**config.mk**
```make
export PLATFORM = sky130hd
export DESIGN_NAME = frame_gen_top
export DESIGN_NICKNAME = d
export VERILOG_FILES = /design/src/source/frame_gen_pkg.sv /design/src/source/frame_gen_top.sv /design/src/source/frame_assembler.sv /design/src/source/crc32_beat.sv /design/src/source/beat_counter.sv /design/src/source/frame_fsm.sv
export SDC_FILE = /design/constraint.sdc
export NUM_CORES = 1
export LEC_CHECK = 0
export BUFFER_PORTS_ARGS = -buffer_cell sky130_fd_sc_hd__clkbuf_2
export CORE_UTILIZATION = 53
export DETAILED_ROUTE_END_ITERATION = 8
export PLACE_DENSITY_LB_ADDON = 0.2
export SYNTH_ARGS = -nofsm -noshare
export SYNTH_HDL_FRONTEND = slang
export SYNTH_SLANG_ARGS = --single-unit
```
**constraint.sdc**
```tcl
create_clock -name clk -period 7.1 [get_ports clk]
set_input_delay 1.065 -clock clk [delete_from_list [all_inputs] [get_ports clk]]
set_output_delay 1.065 -clock clk [all_outputs]
set_load 0.05 [all_outputs]
```
**src/source/frame_gen_pkg.sv**
```systemverilog
package frame_gen_pkg;

    // basic widths
    typedef logic [7:0]  byte_t;
    typedef logic [63:0] beat_t;     // first wire byte in bits 63:56
    typedef logic [47:0] mac_addr_t;
    typedef logic [15:0] eth_type_t;
    typedef logic [15:0] len_t;      // byte or beat count
    typedef logic [31:0] crc_t;
    typedef logic [7:0]  mode_t;

    // dest is sent first so it sits in the top bits
    typedef struct packed {
        mac_addr_t dest;
        mac_addr_t src;
        eth_type_t eth_type;
    } frame_header_t;

    typedef enum logic [1:0] {
        ST_IDLE,
        ST_PREAMBLE,
        ST_BODY,
        ST_FCS
    } fsm_state_t;

    // 7 bytes of preamble then the SFD
    localparam beat_t PREAMBLE_SFD = 64'h55555555555555D5;

    localparam int HEADER_BYTES      = 14;
    localparam int MIN_PAYLOAD_BYTES = 46;
    localparam int BEAT_BYTES        = 8;

    localparam crc_t CRC_POLY = 32'h04C11DB7;
    localparam crc_t CRC_INIT = 32'hFFFFFFFF;

    // every payload byte replaced by the pattern
    localparam mode_t MODE_FIXED_PAYLOAD = 8'd1;

    // payload length limited to what is preloaded
    function automatic len_t clamp_len(input len_t len, input len_t max_len);
        return (len > max_len) ? max_len : len;
    endfunction

endpackage
```
**src/source/frame_gen_top.sv**
```systemverilog
`timescale 1ns/1ps

module frame_gen_top #(
    parameter int                   PAYLOAD_LENGTH  = 16,
    parameter frame_gen_pkg::byte_t PAYLOAD_PATTERN = 8'h55
) (
    input  logic                                      clk,
    input  logic                                      i_rst_n,
    input  logic                                      i_start,
    input  frame_gen_pkg::frame_header_t              i_header,
    input  frame_gen_pkg::len_t                       i_payload_length,
    input  frame_gen_pkg::byte_t [PAYLOAD_LENGTH-1:0] i_payload,
    input  frame_gen_pkg::mode_t                      i_mode,
    output logic                                      o_valid,
    output frame_gen_pkg::beat_t                      o_frame_out,
    output logic                                      o_done
);

    import frame_gen_pkg::*;

    // fsm decodes
    logic  load;
    logic  preamble;
    logic  body;
    logic  fcs;

    logic  body_last;
    beat_t body_beat;    // feeds the crc
    crc_t  fcs_value;

    frame_fsm u_fsm (
        .clk         (clk),
        .i_rst_n     (i_rst_n),
        .i_start     (i_start),
        .i_body_last (body_last),
        .o_load      (load),
        .o_preamble  (preamble),
        .o_body      (body),
        .o_fcs       (fcs)
    );

    beat_counter #(
        .PAYLOAD_LENGTH (PAYLOAD_LENGTH)
    ) u_counter (
        .clk              (clk),
        .i_rst_n          (i_rst_n),
        .i_load           (load),
        .i_body           (body),
        .i_payload_length (i_payload_length),
        .o_body_last      (body_last)
    );

    crc32_beat u_crc (
        .clk         (clk),
        .i_rst_n     (i_rst_n),
        .i_init      (load),
        .i_update    (body),
        .i_data      (body_beat),
        .o_fcs_value (fcs_value)
    );

    frame_assembler #(
        .PAYLOAD_LENGTH  (PAYLOAD_LENGTH),
        .PAYLOAD_PATTERN (PAYLOAD_PATTERN)
    ) u_assembler (
        .clk              (clk),
        .i_rst_n          (i_rst_n),
        .i_load           (load),
        .i_preamble       (preamble),
        .i_body           (body),
        .i_fcs            (fcs),
        .i_header         (i_header),
        .i_payload        (i_payload),
        .i_payload_length (i_payload_length),
        .i_mode           (i_mode),
        .i_fcs_value      (fcs_value),
        .o_body_beat      (body_beat),
        .o_valid          (o_valid),
        .o_done           (o_done),
        .o_frame_out      (o_frame_out)
    );

endmodule

```
**src/source/frame_assembler.sv**
```systemverilog
`timescale 1ns/1ps

module frame_assembler #(
    parameter int                  PAYLOAD_LENGTH  = 16,
    parameter frame_gen_pkg::byte_t PAYLOAD_PATTERN = 8'h55
) (
    input  logic                                       clk,
    input  logic                                       i_rst_n,
    input  logic                                       i_load,
    input  logic                                       i_preamble,
    input  logic                                       i_body,
    input  logic                                       i_fcs,
    input  frame_gen_pkg::frame_header_t               i_header,
    input  frame_gen_pkg::byte_t [PAYLOAD_LENGTH-1:0]  i_payload,
    input  frame_gen_pkg::len_t                        i_payload_length,
    input  frame_gen_pkg::mode_t                       i_mode,
    input  frame_gen_pkg::crc_t                        i_fcs_value,
    output frame_gen_pkg::beat_t                       o_body_beat,
    output logic                                       o_valid,
    output logic                                       o_done,
    output frame_gen_pkg::beat_t                       o_frame_out
);

    import frame_gen_pkg::*;

    localparam int BYTE_W  = $bits(byte_t);
    localparam int BEAT_W  = $bits(beat_t);
    localparam int HDR_W   = $bits(frame_header_t);

    // longest body: header plus the larger of preload and minimum payload
    localparam int MAX_PAYLOAD = (PAYLOAD_LENGTH > MIN_PAYLOAD_BYTES) ?
                                 PAYLOAD_LENGTH : MIN_PAYLOAD_BYTES;
    localparam int MAX_BEATS   = (HEADER_BYTES + MAX_PAYLOAD + BEAT_BYTES - 1) / BEAT_BYTES;
    localparam int SHIFT_W     = MAX_BEATS * BEAT_W;

    logic [SHIFT_W-1:0] load_image;
    logic [SHIFT_W-1:0] shift_q;
    len_t               eff_len;
    logic               fixed_mode;

    assign eff_len    = clamp_len(i_payload_length, len_t'(PAYLOAD_LENGTH));
    assign fixed_mode = (i_mode == MODE_FIXED_PAYLOAD);

    // header at the top, payload right behind it, zeros to the end
    always_comb begin
        byte_t pay_byte;
        load_image = '0;
        load_image[SHIFT_W-1 -: HDR_W] = i_header;
        for (int i = 0; i < PAYLOAD_LENGTH; i++) begin
            pay_byte = fixed_mode ? PAYLOAD_PATTERN : i_payload[i];
            if (len_t'(i) >= eff_len) begin
                pay_byte = '0;    // past the requested length
            end
            load_image[SHIFT_W - 1 - BYTE_W * (HEADER_BYTES + i) -: BYTE_W] = pay_byte;
        end
    end

    // body shift register, one beat out per body cycle
    always_ff @(posedge clk) begin
        if (i_load) begin
            shift_q <= load_image;
        end else if (i_body) begin
            shift_q <= {shift_q[SHIFT_W-BEAT_W-1:0], beat_t'(0)};
        end
    end

    assign o_body_beat = shift_q[SHIFT_W-1 -: BEAT_W];

    // output stage, one register behind the fsm decodes
    always_ff @(posedge clk or negedge i_rst_n) begin
        if (!i_rst_n) begin
            o_valid     <= 1'b0;
            o_done      <= 1'b0;
            o_frame_out <= '0;
        end else begin
            o_valid <= i_preamble || i_body;
            o_done  <= i_fcs;
            if (i_preamble) begin
                o_frame_out <= PREAMBLE_SFD;
            end else if (i_body) begin
                o_frame_out <= o_body_beat;
            end else if (i_fcs) begin
                o_frame_out <= {i_fcs_value, crc_t'(0)};    // fcs in upper half
            end else begin
                o_frame_out <= '0;
            end
        end
    end

endmodule

```
**src/source/crc32_beat.sv**
```systemverilog
`timescale 1ns/1ps

module crc32_beat (
    input  logic                 clk,
    input  logic                 i_rst_n,
    input  logic                 i_init,
    input  logic                 i_update,
    input  frame_gen_pkg::beat_t i_data,
    output frame_gen_pkg::crc_t  o_fcs_value
);

    import frame_gen_pkg::*;

    crc_t crc_q;
    crc_t crc_next;

    // fold all 64 bits, msb first, one bit per step
    always_comb begin
        logic feedback;
        crc_next = crc_q;
        for (int i = 0; i < $bits(beat_t); i++) begin
            feedback = crc_next[31] ^ i_data[$bits(beat_t) - 1 - i];
            crc_next = {crc_next[30:0], 1'b0};
            if (feedback) begin
                crc_next = crc_next ^ CRC_POLY;
            end
        end
    end

    always_ff @(posedge clk or negedge i_rst_n) begin
        if (!i_rst_n) begin
            crc_q <= CRC_INIT;
        end else if (i_init) begin
            crc_q <= CRC_INIT;    // fresh frame
        end else if (i_update) begin
            crc_q <= crc_next;
        end
    end

    assign o_fcs_value = ~crc_q;    // fcs is sent complemented

endmodule

```
**src/source/beat_counter.sv**
```systemverilog
`timescale 1ns/1ps

module beat_counter #(
    parameter int PAYLOAD_LENGTH = 16
) (
    input  logic                clk,
    input  logic                i_rst_n,
    input  logic                i_load,
    input  logic                i_body,
    input  frame_gen_pkg::len_t i_payload_length,
    output logic                o_body_last
);

    import frame_gen_pkg::*;

    len_t eff_len;
    len_t padded_len;
    len_t body_bytes;
    len_t body_beats;
    len_t last_q;     // body beats minus one
    len_t count_q;

    // body length in whole beats, header included
    always_comb begin
        eff_len    = clamp_len(i_payload_length, len_t'(PAYLOAD_LENGTH));
        padded_len = (eff_len < len_t'(MIN_PAYLOAD_BYTES)) ? len_t'(MIN_PAYLOAD_BYTES) : eff_len;
        body_bytes = padded_len + len_t'(HEADER_BYTES);
        body_beats = (body_bytes + len_t'(BEAT_BYTES - 1)) / len_t'(BEAT_BYTES);
    end

    always_ff @(posedge clk or negedge i_rst_n) begin
        if (!i_rst_n) begin
            last_q  <= '0;
            count_q <= '0;
        end else if (i_load) begin
            last_q  <= body_beats - 16'd1;
            count_q <= '0;
        end else if (i_body) begin
            count_q <= count_q + 16'd1;
        end
    end

    // high during the final body beat
    assign o_body_last = i_body && (count_q == last_q);

endmodule

```
**src/source/frame_fsm.sv**
```systemverilog
`timescale 1ns/1ps

module frame_fsm (
    input  logic clk,
    input  logic i_rst_n,
    input  logic i_start,
    input  logic i_body_last,
    output logic o_load,
    output logic o_preamble,
    output logic o_body,
    output logic o_fcs
);

    import frame_gen_pkg::*;

    fsm_state_t state_q;
    fsm_state_t state_d;

    always_comb begin
        state_d = state_q;
        case (state_q)
            ST_IDLE: begin
                if (i_start) begin
                    state_d = ST_PREAMBLE;
                end
            end
            ST_PREAMBLE: begin
                state_d = ST_BODY;    // always exactly one preamble beat
            end
            ST_BODY: begin
                if (i_body_last) begin
                    state_d = ST_FCS;
                end
            end
            ST_FCS: begin
                state_d = ST_IDLE;
            end
            default: begin
                state_d = ST_IDLE;
            end
        endcase
    end

    always_ff @(posedge clk or negedge i_rst_n) begin
        if (!i_rst_n) begin
            state_q <= ST_IDLE;
        end else begin
            state_q <= state_d;
        end
    end

    // start only counts while idle
    assign o_load     = (state_q == ST_IDLE) && i_start;
    assign o_preamble = (state_q == ST_PREAMBLE);
    assign o_body     = (state_q == ST_BODY);
    assign o_fcs      = (state_q == ST_FCS);

endmodule

```
==> run summary <==
first-pass GRT wire length: 96,600 um
Chip Width: 208 um
Setup violations, final: 0
Die ar.: 43,300 um2
ys flop type: edfxtp_1
# port buffers: 332
DR WL/cell: 23.3 um
total CTS buffers: 42
# hold bufs at CTS: 0
TritonCTS clock tree: yes
sequential fraction of the synthesis area: 46.6%
reg2reg end: u_crc.crc_q[11]
distinct cell type count after synthesis: 48
worst hold slack: 0.487 ns
DRC viols: 0
Worst Hold Path Cells: 1
Final period util: 96.6%
DR iter-0 viols: 1,385
sequential cell area: 10,500 um2
R2R Setup Slk: 0.24 ns
clock root buffer: clkbuf_16
critical path cell sequence: xor2_2 -> xnor3_2 -> xnor2_4 -> xnor2_1 -> xnor3_2 -> xnor3_1 -> xor2_1 -> xnor3_1 -> xor2_1 -> xnor3_2 -> xnor3_2 -> xor3_2 -> xnor2_2 -> xnor3_1 -> a21bo_1
starting density of the core: 53.7%
Antenna Nets Post-Route: 0
initial antenna violation count: 3
source of the worst hold timing path: u_counter.last_q[0]
final hold vios: 0
Final min period: 6.86 ns
Slew Limit Fails: 0
DR vias: 15.4k
vias in the first global route: 15.3k
mapped cell area: 22,500 um2
CP arrival: 7.37 ns
detailed-route vias per instance: 5.45
worst-skew pair later-pin latency: 0.58 ns
Die Ht: 208 um
Filler cells: 3,371
grt ovf: 0
htree depth: 2
RSZ-0062 raised after global routing: no
Worst setup EP type: flip-flop
worst r2r path cells: 15
cts repair resizes: 0
largest net degree at the start of global routing: 193
Post-CTS Setup Inserts: 0
Post-synth EDFFs: 240
Post-Synthesis Cells: 1,894
final-stage net count: 2,519
slowest cell delay on critical path: 0.65 ns
Tightest Pin Transition: 1.08 ns
Critical Path RT: 7.61 ns
area grow syn2layout: 17.4%
slowest CP cell: xnor3_2
DR pass1 iterations: 5
clk sink count: 370
syn avg cell area: 11.9 um2
clk slew on worst S/H paths: 0.06 ns
Crit Path Max Fanout: 5
DP HPWL: 49,900 um
area occupied by multi-input gates: 11,700 um2
yosys synthesis warning count: 0
f_max: 146 MHz
clk_skew: 0.0203 ns
Placer Congestion: 0.947
# Max-Cap Violations: 0
Tot GR Track Use: 30.7%
most frequent CP cell: xnor3_2
outcome: complete, no violations
Worst Hold Endpoint: u_counter.last_q[0]
WL final: 65,700 um
CP startpoint kind: flip-flop
share of layout cells above drive strength 1: 24.4%
Async S/R FF share, synth: 35.1%
core area: 41,900 um2
setup TNS: 0 ns
critical path class: reg2reg
FF+latch count, synth: 370
Ports: 333
Row Count: 75
worst min-delay path class: reg2reg
r2r startpoint: u_crc.crc_q[29]
Clock Tree Buf Depth: 3
# diodes: 0
Rel. slew slack: 27.6%
[logic make-up (layout without fill, tap and decap cells)]
kind of cell             count (synthesis)  count (layout)  synth area share, %
buffers and inverters                   86             470                 1.46
adder cells (fa/ha/maj)                  7               7                0.389
flip-flops                             370             370                 46.6
other                                    1               2               0.0167
AO/OA/AOI/OAI                          239             239                 6.07
multiplexers                             5               5                0.222
XOR/XNOR                               526             526                 33.1
AND/OR/NAND/NOR                        660             660                 12.1
[registers in the layout (all words and copies together), names as in the netlist]
register                 count
u_assembler.o_valid          1
u_fsm.state_q                2
u_assembler.shift_q        240
u_counter.last_q            14
u_crc.crc_q                 32
u_assembler.o_frame_out     64
u_assembler.o_done           1
u_counter.count_q           16
[cell usage in the layout, fill, tap and decap left out, types with 6 or more instances in the layout]
cell type and count:
xnor2_2 23, buf_4 56, dfrtp_1 98, o31ai_1 9
xor2_2 7, nand2_1 493, xor3_1 16, edfxtp_1 240
xnor2_4 10, xnor3_1 134, xnor3_2 18, and2_1 31
clkbuf_2 331, o21ai_0 133, a21oi_1 34, clkbuf_1 13
xor2_1 88, clkbuf_16 47, o21ai_1 7, o21a_1 32
xnor2_1 225, nor2_1 62, ha_1 6, dfstp_2 32
and3_1 31, a21o_1 18, nand3_1 11, clkinv_2 9
[how the worst max path moves through the flow]
stage	startpoint	to	slack [ns]
2_1_floorplan	u_assembler.shift_q[503]	u_crc.crc_q[11]	0.82
3_3_place_gp	u_assembler.shift_q[507]	u_crc.crc_q[11]	0.30
3_5_place_dp	u_assembler.shift_q[507]	u_crc.crc_q[11]	0.24
4_1_cts	u_assembler.shift_q[507]	u_crc.crc_q[11]	0.21
5_1_grt	u_assembler.shift_q[503]	u_crc.crc_q[11]	0.02
6_report	u_crc.crc_q[29]	u_crc.crc_q[11]	0.24
[area by class of cell]
class,count,area share (%)
Multi-Input combinational cell,1439,44.4
Sequential cell,370,39.7
Timing Repair Buffer,389,8.01
Clock buffer,63,4.79
Tap cell,539,2.55
Clock inverter,15,0.497
Inverter,3,0.0426
[metrics by stage]
| stage | util (%) | setup slack, ns | instances | area [um2] |
|---|---|---|---|---|
| 2_1_floorplan | - | 0.823 | 1895 | 22500 |
| 3_3_place_gp | 59.6 | 0.298 | 2736 | 25000 |
| 3_5_place_dp | 59.6 | 0.240 | 2736 | 25000 |
| 4_1_cts | 62.9 | 0.207 | 2814 | 26400 |
| 5_1_grt | 63.0 | 0.0223 | 2818 | 26400 |
| 6_report | 63.0 | 0.242 | 2818 | 26400 |
[per-layer routing]
layer	GRT usage (%)	up-vias	wire, um
li1	-	7116	-
met5	0	-	13
met1	42.0	7509	27800
met3	4.74	80	4680
met4	10.8	2	2010
met2	49.9	663	31100
[cell usage after synthesis, types with 2 or more instances]
library cell | n | area [um2]
dfrtp_1 | 98 | 2450
o21ai_1 | 7 | 35.0
nand2_1 | 495 | 1860
a21bo_1 | 2 | 20.0
clkbuf_1 | 69 | 259
xnor3_2 | 18 | 428
a21o_1 | 18 | 135
or3_1 | 5 | 31.3
or4_1 | 2 | 15.0
o21ai_0 | 133 | 666
buf_1 | 12 | 45.0
or2_2 | 3 | 18.8
xor2_4 | 2 | 55.1
o31ai_1 | 9 | 67.6
nor4_1 | 4 | 25.0
inv_1 | 2 | 7.51
xnor2_2 | 23 | 374
nand4_1 | 5 | 31.3
nor2_1 | 63 | 236
and3_1 | 31 | 194
dfstp_2 | 32 | 841
xnor3_1 | 134 | 3020
edfxtp_1 | 240 | 7210
and2_1 | 33 | 206
ha_1 | 7 | 87.6
nor3_1 | 4 | 20.0
xor3_1 | 16 | 380
xor2_1 | 88 | 771
o21a_1 | 32 | 240
xnor2_4 | 10 | 275
xor3_2 | 3 | 75.1
nand3_1 | 11 | 55.1
xnor2_1 | 225 | 1970
a21oi_1 | 34 | 170
xor2_2 | 7 | 114
mux2i_1 | 5 | 50.1
[worst max-delay path: cells and delay by family (launching register included)]
| kind | cells | cell delay (ns) |
|---|---|---|
| flip-flops | 1 | 0.60 |
| AO/OA/AOI/OAI | 1 | 0.19 |
| XOR/XNOR | 14 | 5.99 |
Power is left out: the tool's default activity adds up to more than one toggle a clock period on the data nets, which glitch-free logic cannot reach.
